===== src/hdl/fm_pkg.sv =====
// shared types and register constants for the FM register front end
package fm_pkg;

    typedef logic [7:0] byte_t;   // host data byte or register address
    typedef logic [9:0] fnum_t;   // frequency number
    typedef logic [2:0] block_t;  // octave, also used for feedback
    typedef logic [3:0] nib_t;    // rates, multiplier, sustain level
    typedef logic [5:0] tl_t;     // total level
    typedef logic [1:0] group_t;  // slot group 0..2
    typedef logic [2:0] sub_t;    // subslot 0..5

    localparam int SLOTS = 18;

    // timer registers
    localparam byte_t REG_CLKA  = 8'h02;
    localparam byte_t REG_CLKB  = 8'h03;
    localparam byte_t REG_TIMER = 8'h04;

    // operator register bases, taken from address bits 7:5
    localparam logic [2:0] OP_MULT   = 3'b001;  // 20
    localparam logic [2:0] OP_KSL_TL = 3'b010;  // 40
    localparam logic [2:0] OP_AR_DR  = 3'b011;  // 60
    localparam logic [2:0] OP_SL_RR  = 3'b100;  // 80

    // channel register bases, taken from address bits 7:4
    localparam logic [3:0] CH_FNUM_LO = 4'hA;
    localparam logic [3:0] CH_FNUM_HI = 4'hB;
    localparam logic [3:0] CH_FBCON   = 4'hC;

    // decoder FSM
    typedef enum logic {
        ST_IDLE,
        ST_PENDING
    } mmr_state_t;

endpackage


===== src/hdl/fm_ifs.sv =====
// interfaces between the register decoder and the blocks it steers
`timescale 1ns/100ps

interface fm_upd_if import fm_pkg::*; ();
    group_t sel_group;   // target slot
    sub_t   sel_sub;
    byte_t  data;
    byte_t  latch_fnum;  // low fnum byte from A0
    logic   up_mult;
    logic   up_ksl_tl;
    logic   up_ar_dr;
    logic   up_sl_rr;
    logic   up_fnum;
    logic   up_fbcon;
    logic   done_op;     // from the operator file
    logic   done_ch;     // from the channel file
    logic   done;

    assign done = done_op | done_ch;

    modport mmr (
        output sel_group, sel_sub, data, latch_fnum,
        output up_mult, up_ksl_tl, up_ar_dr, up_sl_rr, up_fnum, up_fbcon,
        input  done
    );

    modport regs (
        input  sel_group, sel_sub, data, latch_fnum,
        input  up_mult, up_ksl_tl, up_ar_dr, up_sl_rr, up_fnum, up_fbcon,
        output done_op, done_ch
    );
endinterface

interface fm_timer_if import fm_pkg::*; ();
    byte_t value_a;
    byte_t value_b;
    logic  load_a;
    logic  load_b;
    logic  flagen_a;
    logic  flagen_b;
    logic  clr_flags;  // single cycle

    modport mmr (output value_a, value_b, load_a, load_b, flagen_a, flagen_b, clr_flags);
    modport timers (input value_a, value_b, load_a, load_b, flagen_a, flagen_b, clr_flags);
endinterface


===== src/hdl/fm_slot_seq.sv =====
// slot sequencer that divides the clock enable and walks the 18 operator slots
`timescale 1ns/100ps

module fm_slot_seq import fm_pkg::*; #(
    parameter int CEN_DIV = 4
) (
    input  logic   clk,
    input  logic   rst,
    input  logic   cen,
    output logic   cenop,
    output logic   zero,
    output group_t group,
    output sub_t   sub
);
    localparam int DW = (CEN_DIV > 1) ? $clog2(CEN_DIV) : 1;
    localparam logic [DW-1:0] DIV_LAST = DW'(CEN_DIV - 1);

    logic [DW-1:0] div_cnt;

    always_ff @(posedge clk) begin
        if (rst) begin
            div_cnt <= '0;
            cenop   <= 1'b0;
        end else begin
            cenop <= cen && (div_cnt == DIV_LAST);  // one clock wide
            if (cen) begin
                div_cnt <= (div_cnt == DIV_LAST) ? '0 : div_cnt + 1'b1;
            end
        end
    end

    // group 0 subslots 0..5, then group 1, then group 2
    always_ff @(posedge clk) begin
        if (rst) begin
            group <= '0;
            sub   <= '0;
        end else if (cenop) begin
            if (sub == 3'd5) begin
                sub   <= '0;
                group <= (group == 2'd2) ? 2'd0 : group + 2'd1;
            end else begin
                sub <= sub + 3'd1;
            end
        end
    end

    assign zero = (group == 2'd0) && (sub == 3'd0);

endmodule


===== src/hdl/fm_mmr.sv =====
// host register decoder that turns address and data writes into timer control and slot updates
`timescale 1ns/100ps

module fm_mmr import fm_pkg::*; (
    input  logic    clk,
    input  logic    rst,
    input  logic    wr_valid,
    input  logic    addr,
    input  byte_t   din,
    output logic    wr_ready,
    fm_upd_if.mmr   upd,
    fm_timer_if.mmr tmr
);
    byte_t      selreg;     // selected register
    mmr_state_t state;
    logic       xfer;
    logic       op_addr;
    logic       ch_upd;
    logic [3:0] ch_num;
    group_t     ch_group;
    logic [3:0] ch_base;
    logic [3:0] ch_off;

    assign wr_ready = (state == ST_IDLE);
    assign xfer     = wr_valid && wr_ready;

    // 20..9F with a valid group and subslot
    assign op_addr = (selreg >= 8'h20) && (selreg < 8'hA0) &&
                     (selreg[2:0] <= 3'd5) && (selreg[4:3] != 2'b11);

    assign ch_num = selreg[3:0];
    assign ch_upd = (ch_num <= 4'd8) &&
                    (selreg[7:4] == CH_FNUM_HI || selreg[7:4] == CH_FBCON);

    // channel n lives on slot (n/3, n mod 3)
    always_comb begin
        if (ch_num < 4'd3) begin
            ch_group = 2'd0;
            ch_base  = 4'd0;
        end else if (ch_num < 4'd6) begin
            ch_group = 2'd1;
            ch_base  = 4'd3;
        end else begin
            ch_group = 2'd2;
            ch_base  = 4'd6;
        end
    end

    assign ch_off = ch_num - ch_base;

    always_ff @(posedge clk) begin
        if (rst) begin
            state          <= ST_IDLE;
            selreg         <= '0;
            upd.sel_group  <= '0;
            upd.sel_sub    <= '0;
            upd.data       <= '0;
            upd.latch_fnum <= '0;
            upd.up_mult    <= 1'b0;
            upd.up_ksl_tl  <= 1'b0;
            upd.up_ar_dr   <= 1'b0;
            upd.up_sl_rr   <= 1'b0;
            upd.up_fnum    <= 1'b0;
            upd.up_fbcon   <= 1'b0;
            tmr.value_a    <= '0;
            tmr.value_b    <= '0;
            tmr.load_a     <= 1'b0;
            tmr.load_b     <= 1'b0;
            tmr.flagen_a   <= 1'b1;
            tmr.flagen_b   <= 1'b1;
            tmr.clr_flags  <= 1'b0;
        end else begin
            tmr.clr_flags <= 1'b0;
            case (state)
                ST_IDLE: begin
                    if (xfer && !addr) begin
                        selreg <= din;
                    end else if (xfer) begin
                        case (selreg)
                            REG_CLKA: tmr.value_a <= din;
                            REG_CLKB: tmr.value_b <= din;
                            REG_TIMER: begin
                                if (din[7]) begin
                                    tmr.clr_flags <= 1'b1;  // IRQ reset, rest ignored
                                end else begin
                                    tmr.flagen_a <= ~din[6];
                                    tmr.flagen_b <= ~din[5];
                                    tmr.load_b   <= din[1];
                                    tmr.load_a   <= din[0];
                                end
                            end
                            default: ;
                        endcase
                        if (op_addr) begin
                            upd.sel_group <= selreg[4:3];
                            upd.sel_sub   <= selreg[2:0];
                            upd.data      <= din;
                            upd.up_mult   <= (selreg[7:5] == OP_MULT);
                            upd.up_ksl_tl <= (selreg[7:5] == OP_KSL_TL);
                            upd.up_ar_dr  <= (selreg[7:5] == OP_AR_DR);
                            upd.up_sl_rr  <= (selreg[7:5] == OP_SL_RR);
                            state         <= ST_PENDING;
                        end
                        if (ch_num <= 4'd8 && selreg[7:4] == CH_FNUM_LO) begin
                            upd.latch_fnum <= din;  // held until B0 arrives
                        end
                        if (ch_upd) begin
                            upd.sel_group <= ch_group;
                            upd.sel_sub   <= ch_off[2:0];
                            upd.data      <= din;
                            upd.up_fnum   <= (selreg[7:4] == CH_FNUM_HI);
                            upd.up_fbcon  <= (selreg[7:4] == CH_FBCON);
                            state         <= ST_PENDING;
                        end
                    end
                end
                ST_PENDING: begin
                    if (upd.done) begin  // target slot has taken it
                        upd.up_mult   <= 1'b0;
                        upd.up_ksl_tl <= 1'b0;
                        upd.up_ar_dr  <= 1'b0;
                        upd.up_sl_rr  <= 1'b0;
                        upd.up_fnum   <= 1'b0;
                        upd.up_fbcon  <= 1'b0;
                        state         <= ST_IDLE;
                    end
                end
                default: state <= ST_IDLE;
            endcase
        end
    end

endmodule


===== src/hdl/fm_timers.sv =====
// timer A and timer B counters with overflow flags and interrupt
`timescale 1ns/100ps

module fm_timers import fm_pkg::*; #(
    parameter int TIMER_B_DIV = 16
) (
    input  logic          clk,
    input  logic          rst,
    input  logic          cenop,
    input  logic          zero,
    fm_timer_if.timers    tmr,
    output logic          flag_a,
    output logic          flag_b,
    output logic          irq
);
    localparam int PW = (TIMER_B_DIV > 1) ? $clog2(TIMER_B_DIV) : 1;
    localparam logic [PW-1:0] PRE_LAST = PW'(TIMER_B_DIV - 1);

    byte_t         cnt_a;
    byte_t         cnt_b;
    logic [PW-1:0] pre_b;
    logic          tick;     // once per slot cycle
    logic          tick_b;
    logic          run_a;    // set on the first slot cycle after the load
    logic          ovf_a;
    logic          ovf_b;

    assign tick   = cenop && zero;
    assign tick_b = tick && (pre_b == PRE_LAST);
    assign ovf_a  = tmr.load_a && run_a && tick && (cnt_a == 8'hFF);
    assign ovf_b  = tmr.load_b && tick_b && (cnt_b == 8'hFF);

    always_ff @(posedge clk) begin
        if (rst || !tmr.load_a) begin
            run_a <= 1'b0;
        end else if (tick) begin
            run_a <= 1'b1;
        end
    end

    // a stopped counter tracks its start value
    always_ff @(posedge clk) begin
        if (rst) begin
            cnt_a <= '0;
        end else if (!tmr.load_a || !run_a || ovf_a) begin
            cnt_a <= tmr.value_a;
        end else if (tick) begin
            cnt_a <= cnt_a + 8'd1;
        end
    end

    always_ff @(posedge clk) begin
        if (rst || !tmr.load_b) begin
            pre_b <= '0;
        end else if (tick) begin
            pre_b <= tick_b ? '0 : pre_b + 1'b1;
        end
    end

    always_ff @(posedge clk) begin
        if (rst) begin
            cnt_b <= '0;
        end else if (!tmr.load_b || ovf_b) begin
            cnt_b <= tmr.value_b;
        end else if (tick_b) begin
            cnt_b <= cnt_b + 8'd1;
        end
    end

    always_ff @(posedge clk) begin
        if (rst || tmr.clr_flags) begin
            flag_a <= 1'b0;
            flag_b <= 1'b0;
        end else begin
            if (ovf_a && tmr.flagen_a) flag_a <= 1'b1;
            if (ovf_b && tmr.flagen_b) flag_b <= 1'b1;
        end
    end

    assign irq = flag_a | flag_b;

endmodule


===== src/hdl/fm_op_regs.sv =====
// per-operator parameter storage, written on the target slot and read out per slot
`timescale 1ns/100ps

module fm_op_regs import fm_pkg::*; (
    input  logic   clk,
    input  logic   rst,
    input  logic   cenop,
    input  group_t group,
    input  sub_t   sub,
    fm_upd_if.regs upd,
    output nib_t   mul,
    output nib_t   arate,
    output nib_t   drate,
    output nib_t   rrate,
    output nib_t   sl,
    output tl_t    tl,
    output logic   en_sus,
    output logic   ks
);
    byte_t      reg_mult  [SLOTS];  // 20: en_sus, ks, mul
    byte_t      reg_tl    [SLOTS];  // 40: tl
    byte_t      reg_ar_dr [SLOTS];  // 60
    byte_t      reg_sl_rr [SLOTS];  // 80
    logic [4:0] slot;
    logic       hit;

    assign slot = 5'(group) * 5'd6 + 5'(sub);
    assign hit  = cenop && (group == upd.sel_group) && (sub == upd.sel_sub) &&
                  (upd.up_mult || upd.up_ksl_tl || upd.up_ar_dr || upd.up_sl_rr);

    always_ff @(posedge clk) begin
        if (rst) begin
            for (int i = 0; i < SLOTS; i++) begin
                reg_mult[i]  <= '0;
                reg_tl[i]    <= '0;
                reg_ar_dr[i] <= '0;
                reg_sl_rr[i] <= '0;
            end
            upd.done_op <= 1'b0;
        end else begin
            upd.done_op <= hit;
            if (hit && upd.up_mult)   reg_mult[slot]  <= upd.data;
            if (hit && upd.up_ksl_tl) reg_tl[slot]    <= upd.data;
            if (hit && upd.up_ar_dr)  reg_ar_dr[slot] <= upd.data;
            if (hit && upd.up_sl_rr)  reg_sl_rr[slot] <= upd.data;
        end
    end

    // fields of the slot on show, one clock behind the slot change
    always_ff @(posedge clk) begin
        if (rst) begin
            {en_sus, ks, mul} <= '0;
            tl                <= '0;
            {arate, drate}    <= '0;
            {sl, rrate}       <= '0;
        end else begin
            {en_sus, ks, mul} <= reg_mult[slot][5:0];
            tl                <= reg_tl[slot][5:0];
            {arate, drate}    <= reg_ar_dr[slot];
            {sl, rrate}       <= reg_sl_rr[slot];
        end
    end

endmodule


===== src/hdl/fm_ch_regs.sv =====
// per-channel frequency, key and connection storage with per-slot read-out
`timescale 1ns/100ps

module fm_ch_regs import fm_pkg::*; (
    input  logic   clk,
    input  logic   rst,
    input  logic   cenop,
    input  group_t group,
    input  sub_t   sub,
    fm_upd_if.regs upd,
    output fnum_t  fnum,
    output block_t block,
    output logic   keyon,
    output logic   con,
    output block_t fb
);
    fnum_t      fnum_mem  [9];
    block_t     block_mem [9];
    logic       keyon_mem [9];
    block_t     fb_mem    [9];
    logic       con_mem   [9];
    sub_t       sub_m3;      // both operators of a channel share it
    logic [3:0] ch;
    logic       hit;

    assign sub_m3 = (sub >= 3'd3) ? sub - 3'd3 : sub;
    assign ch     = 4'(group) * 4'd3 + 4'(sub_m3);
    assign hit    = cenop && (group == upd.sel_group) && (sub == upd.sel_sub) &&
                    (upd.up_fnum || upd.up_fbcon);

    always_ff @(posedge clk) begin
        if (rst) begin
            for (int i = 0; i < 9; i++) begin
                fnum_mem[i]  <= '0;
                block_mem[i] <= '0;
                keyon_mem[i] <= 1'b0;
                fb_mem[i]    <= '0;
                con_mem[i]   <= 1'b0;
            end
            upd.done_ch <= 1'b0;
        end else begin
            upd.done_ch <= hit;
            if (hit && upd.up_fnum) begin
                fnum_mem[ch]  <= {upd.data[1:0], upd.latch_fnum};
                block_mem[ch] <= upd.data[4:2];
                keyon_mem[ch] <= upd.data[5];
            end
            if (hit && upd.up_fbcon) begin
                fb_mem[ch]  <= upd.data[3:1];
                con_mem[ch] <= upd.data[0];
            end
        end
    end

    always_ff @(posedge clk) begin
        if (rst) begin
            fnum  <= '0;
            block <= '0;
            keyon <= 1'b0;
            fb    <= '0;
            con   <= 1'b0;
        end else begin
            fnum  <= fnum_mem[ch];
            block <= block_mem[ch];
            keyon <= keyon_mem[ch];
            fb    <= fb_mem[ch];
            con   <= con_mem[ch];
        end
    end

endmodule


===== src/hdl/fm_regs_top.sv =====
// FM register front end top level joining decoder, slot sequencer, timers and register files
`timescale 1ns/100ps

module fm_regs_top import fm_pkg::*; #(
    parameter int CEN_DIV     = 4,
    parameter int TIMER_B_DIV = 16
) (
    input  logic   clk,
    input  logic   rst,
    input  logic   cen,
    input  logic   wr_valid,
    output logic   wr_ready,
    input  logic   addr,      // low selects, high writes data
    input  byte_t  din,
    output logic   zero,
    output group_t group,
    output sub_t   sub,
    output nib_t   mul,
    output nib_t   arate,
    output nib_t   drate,
    output nib_t   rrate,
    output nib_t   sl,
    output tl_t    tl,
    output logic   en_sus,
    output logic   ks,
    output fnum_t  fnum,
    output block_t block,
    output logic   keyon,
    output logic   con,
    output block_t fb,
    output logic   flag_a,
    output logic   flag_b,
    output logic   irq
);
    logic cenop;

    fm_upd_if   upd_if ();
    fm_timer_if tmr_if ();

    fm_slot_seq #(.CEN_DIV(CEN_DIV)) u_seq (
        .clk   (clk),
        .rst   (rst),
        .cen   (cen),
        .cenop (cenop),
        .zero  (zero),
        .group (group),
        .sub   (sub)
    );

    fm_mmr u_mmr (
        .clk      (clk),
        .rst      (rst),
        .wr_valid (wr_valid),
        .addr     (addr),
        .din      (din),
        .wr_ready (wr_ready),
        .upd      (upd_if.mmr),
        .tmr      (tmr_if.mmr)
    );

    fm_timers #(.TIMER_B_DIV(TIMER_B_DIV)) u_timers (
        .clk    (clk),
        .rst    (rst),
        .cenop  (cenop),
        .zero   (zero),
        .tmr    (tmr_if.timers),
        .flag_a (flag_a),
        .flag_b (flag_b),
        .irq    (irq)
    );

    fm_op_regs u_op (
        .clk    (clk),
        .rst    (rst),
        .cenop  (cenop),
        .group  (group),
        .sub    (sub),
        .upd    (upd_if.regs),
        .mul    (mul),
        .arate  (arate),
        .drate  (drate),
        .rrate  (rrate),
        .sl     (sl),
        .tl     (tl),
        .en_sus (en_sus),
        .ks     (ks)
    );

    fm_ch_regs u_ch (
        .clk   (clk),
        .rst   (rst),
        .cenop (cenop),
        .group (group),
        .sub   (sub),
        .upd   (upd_if.regs),
        .fnum  (fnum),
        .block (block),
        .keyon (keyon),
        .con   (con),
        .fb    (fb)
    );

endmodule


===== config.mk =====
export PLATFORM = sky130hd
export DESIGN_NAME = fm_regs_top
export DESIGN_NICKNAME = d
export VERILOG_FILES = /design/src/hdl/fm_pkg.sv /design/src/hdl/fm_ifs.sv /design/src/hdl/fm_slot_seq.sv /design/src/hdl/fm_mmr.sv /design/src/hdl/fm_timers.sv /design/src/hdl/fm_op_regs.sv /design/src/hdl/fm_ch_regs.sv /design/src/hdl/fm_regs_top.sv
export SDC_FILE = /design/constraint.sdc
export NUM_CORES = 2
export LEC_CHECK = 0
export BUFFER_PORTS_ARGS = -buffer_cell sky130_fd_sc_hd__buf_2
export CAP_MARGIN = 25
export CORE_ASPECT_RATIO = 1.2
export CORE_MARGIN = 8
export CORE_UTILIZATION = 50
export CTS_CLUSTER_DIAMETER = 100
export DETAILED_ROUTE_END_ITERATION = 8
export GPL_TIMING_DRIVEN = 0
export PLACE_DENSITY = 0.67
export SYNTH_ARGS = -nofsm -noshare
export SYNTH_HDL_FRONTEND = slang
export SYNTH_SLANG_ARGS = --single-unit

===== constraint.sdc =====
create_clock -name clk -period 10.75 [get_ports clk]
set_input_delay 0.5375 -clock clk [delete_from_list [all_inputs] [get_ports clk]]
set_output_delay 0.5375 -clock clk [all_outputs]
set_load 0.01 [all_outputs]

==> reports/metrics.cfg <==
[run]
cap_violations=0

[global_route]
grt_max_degree=17
grt_overflow=0
grt_pass1_vias=36000
track_usage_pct=28.5
antenna_found_initial=13
grt_pass1_wl_um=253000

[layout]
nets=4315
syn_to_final_growth_pct=12.6
fin_util_pct=56.6
multi_input_area_sq_um=16700
fin_area_sq_um=63700
final_cell_mix=edfxtp_1, nor2_1, mux2i_1
ff_latch_area_sq_um=38300
drive_gt1_share_pct=15.8
final.fill_count=9123
final_common_cell=edfxtp_1

[setup_path]
cp_slowest_cell=buf_1
cp-start-kind=register
critPathRequiredTime_ps=11240
ff2ff_path_depth=16
slowest_delay_ps=860
crit_end=u_ch.fnum_mem[2][4]
startpoint=u_seq.sub[0]
worstReg2RegStart=u_seq.sub[0]
r2r_end=u_ch.fnum_mem[2][4]
arrival_ps=7110
crit_type=register to register
crit_buf_inv=9
path_depth=16
cp-end-kind=register
path_cells=buf_4, inv_2, buf_2, buf_1, ha_1, o2bb2ai_1, fa_1, inv_1, ha_1, inv_1, fa_1, clkbuf_1, nand3_1, clkbuf_1, o21ai_1, buf_4
rrSetupSlack_ps=4130
path_max_fanout=10
path_delay_family=buffers and inverters

[synthesis]
ys_warn_count=0
netlist_area_sq_um=56600
yosys.area_share.simple_pct=11.0
ys_types=84
synth_top_cell_area_share_pct=62.9
synth_area_leaders=edfxtp_1, dfxtp_1, mux2i_1
seq_area_frac_synth_pct=67.7
async_reset_ff_share_pct=0
synth_compound_area_share_pct=8.13
synth_nets=4049
syn_inst=4014
synth-edff-count=1184
synth_mux_area_share_pct=9.55
synth_area_per_cell_sq_um=14.1
synth-xor-area-share_pct=0.201
synth_top_cell_by_area=edfxtp_1
ys_seq_elements=1320
synth-main-ff-cell=edfxtp_1
synth_top_family_by_area=simple AND/OR/NAND/NOR gates
synthAdderAreaFrac_pct=0.540

[clocking]
cts.path.max_buffers=3
clkSinkCount=1320
cts_hold_buf=0
numCtsBuffers=134
cts_tree=yes
insertion_delay_ps=790
htree_levels=4
clockRootBuffer=clkbuf_16
post_cts_buffers=0
clk_pin_slew_ps=70
ctsResizeCount=0

[routing]
routed_wl_um=180000
drtPass1Iterations=6
final_antenna_net_count=0
routed_via_density=6.27
drtIter0Drc=4815
wl_per_cell_um=30.5
drc=0
num_vias=37000

[power]
cellPowerDensity_nw_per_um2=165
finalPower_w=0.0105
ir_worst_vdd_v=0.000184
p_leak_nw=21.6

[timing]
maxSlewViolCount=0
rsz0062_at_grt=no
period_minus_slack_ps=6620
min_period_over_period_pct=61.6
fin_hold_ws_ps=83.2
setup_tns_ps=0
timing.fmax_mhz=151
setup_viol=0
worst_slew_pin_slew_ps=1270
max-slew-margin-rel_pct=15.5
finalHoldViolCount=0
final.setup_skew_ps=42.3

[outcome]
status=complete, no violations

[floorplan]
initial_core_util_pct=50.3
die_height_um=384
core_sq_um=112000
io_pins=69
die_w_um=323
rows=135
fp.dieArea_sq_um=124000

[placed_design]
place.port_buffers=68
gp_congestion=0.991
place_hpwl_um=131000
dpl_cell_area_sq_um=59400

[worst_hold_path]
hold_class=input pin to register
holdCritStartpoint=cen

-- cell usage after synthesis, types with 59 or more instances --
master and n:
a22oi_1 145, a21oi_1 86, buf_2 105, mux4_2 90, o21ai_0 75, mux2_2 59
nor2b_1 65, nand2_1 161, clkbuf_1 185, mux2i_1 271, edfxtp_1 1184, and2_1 216
dfxtp_1 136, a221o_1 110, a211oi_1 62, nor2_1 560
-- where the power goes --
group | leakage, nW | switching (W) | internal, W
sequential | 13.0 | 0.0000343 | 0.00564
clock | 2.06 | 0.00199 | 0.00258
combinational | 6.58 | 0.000195 | 0.0000845
-- worst register-to-register path, cell delays in order (launching register included) --
cell	delay (ps)
dfxtp_1	400
buf_4	250
inv_2	140
buf_2	290
buf_1	860
ha_1	410
o2bb2ai_1	200
fa_1	440
inv_1	70
ha_1	130
inv_1	60
fa_1	730
clkbuf_1	690
nand3_1	380
clkbuf_1	350
o21ai_1	620
buf_4	330
-- metal layers --
metal	up-vias	part of all wire (%)	GRT usage, %
met5	-	0.030	0
met4	8	6.9	16.7
met3	535	10	7.37
met2	2179	46	45.3
met1	18600	37	35.1
li1	15700	-	-
-- state kept, by name, indices dropped and copies added (netlist names), 10 cells and up --
register / cells
u_ch.block_mem: 48
u_ch.con_mem: 16
u_ch.fb_mem: 48
u_ch.fnum: 10
u_ch.fnum_mem: 160
u_ch.keyon_mem: 16
u_op.reg_ar_dr: 256
u_op.reg_mult: 192
u_op.reg_sl_rr: 256
u_op.reg_tl: 192
-- area by class of cell --
class	instances	share of cell area, %
multi-input cells	2319	26.2
inverters	43	0.253
clock buffers	192	5.93
flip-flops and latches	1320	60.1
plain buffers	332	2.36
diodes	6	0.0236
repair buffers	130	1.50
clock inverters	52	0.713
well taps	1507	2.96
-- worst min path at each step --
stage | end | slack, ps | cells after the start
after global placement | u_timers.flag_b | 460 | 1
after floorplan | u_timers.flag_a | 400 | 1
after CTS | u_seq.cenop | 40 | 2
after detailed placement | u_timers.flag_b | 460 | 1
final | u_seq.cenop | 80 | 2
after global routing | u_seq.cenop | 70 | 2
-- cells by family after synthesis --
group,after synthesis
flops,1320
simple gates,1247
compound gates,617
mux,420
buf+inv,375
fa+ha+maj,22
xor+xnor,13
-- per-stage QoR --
stage / std cells / setup WS (ps)
after CTS: 5883 / 4300
after floorplan: 4014 / 5710
after detailed placement: 5639 / 4270
final: 5901 / 4130
after global placement: 5589 / 3360
after global routing: 5895 / 3970
Power figures use the tool's default switching activity.
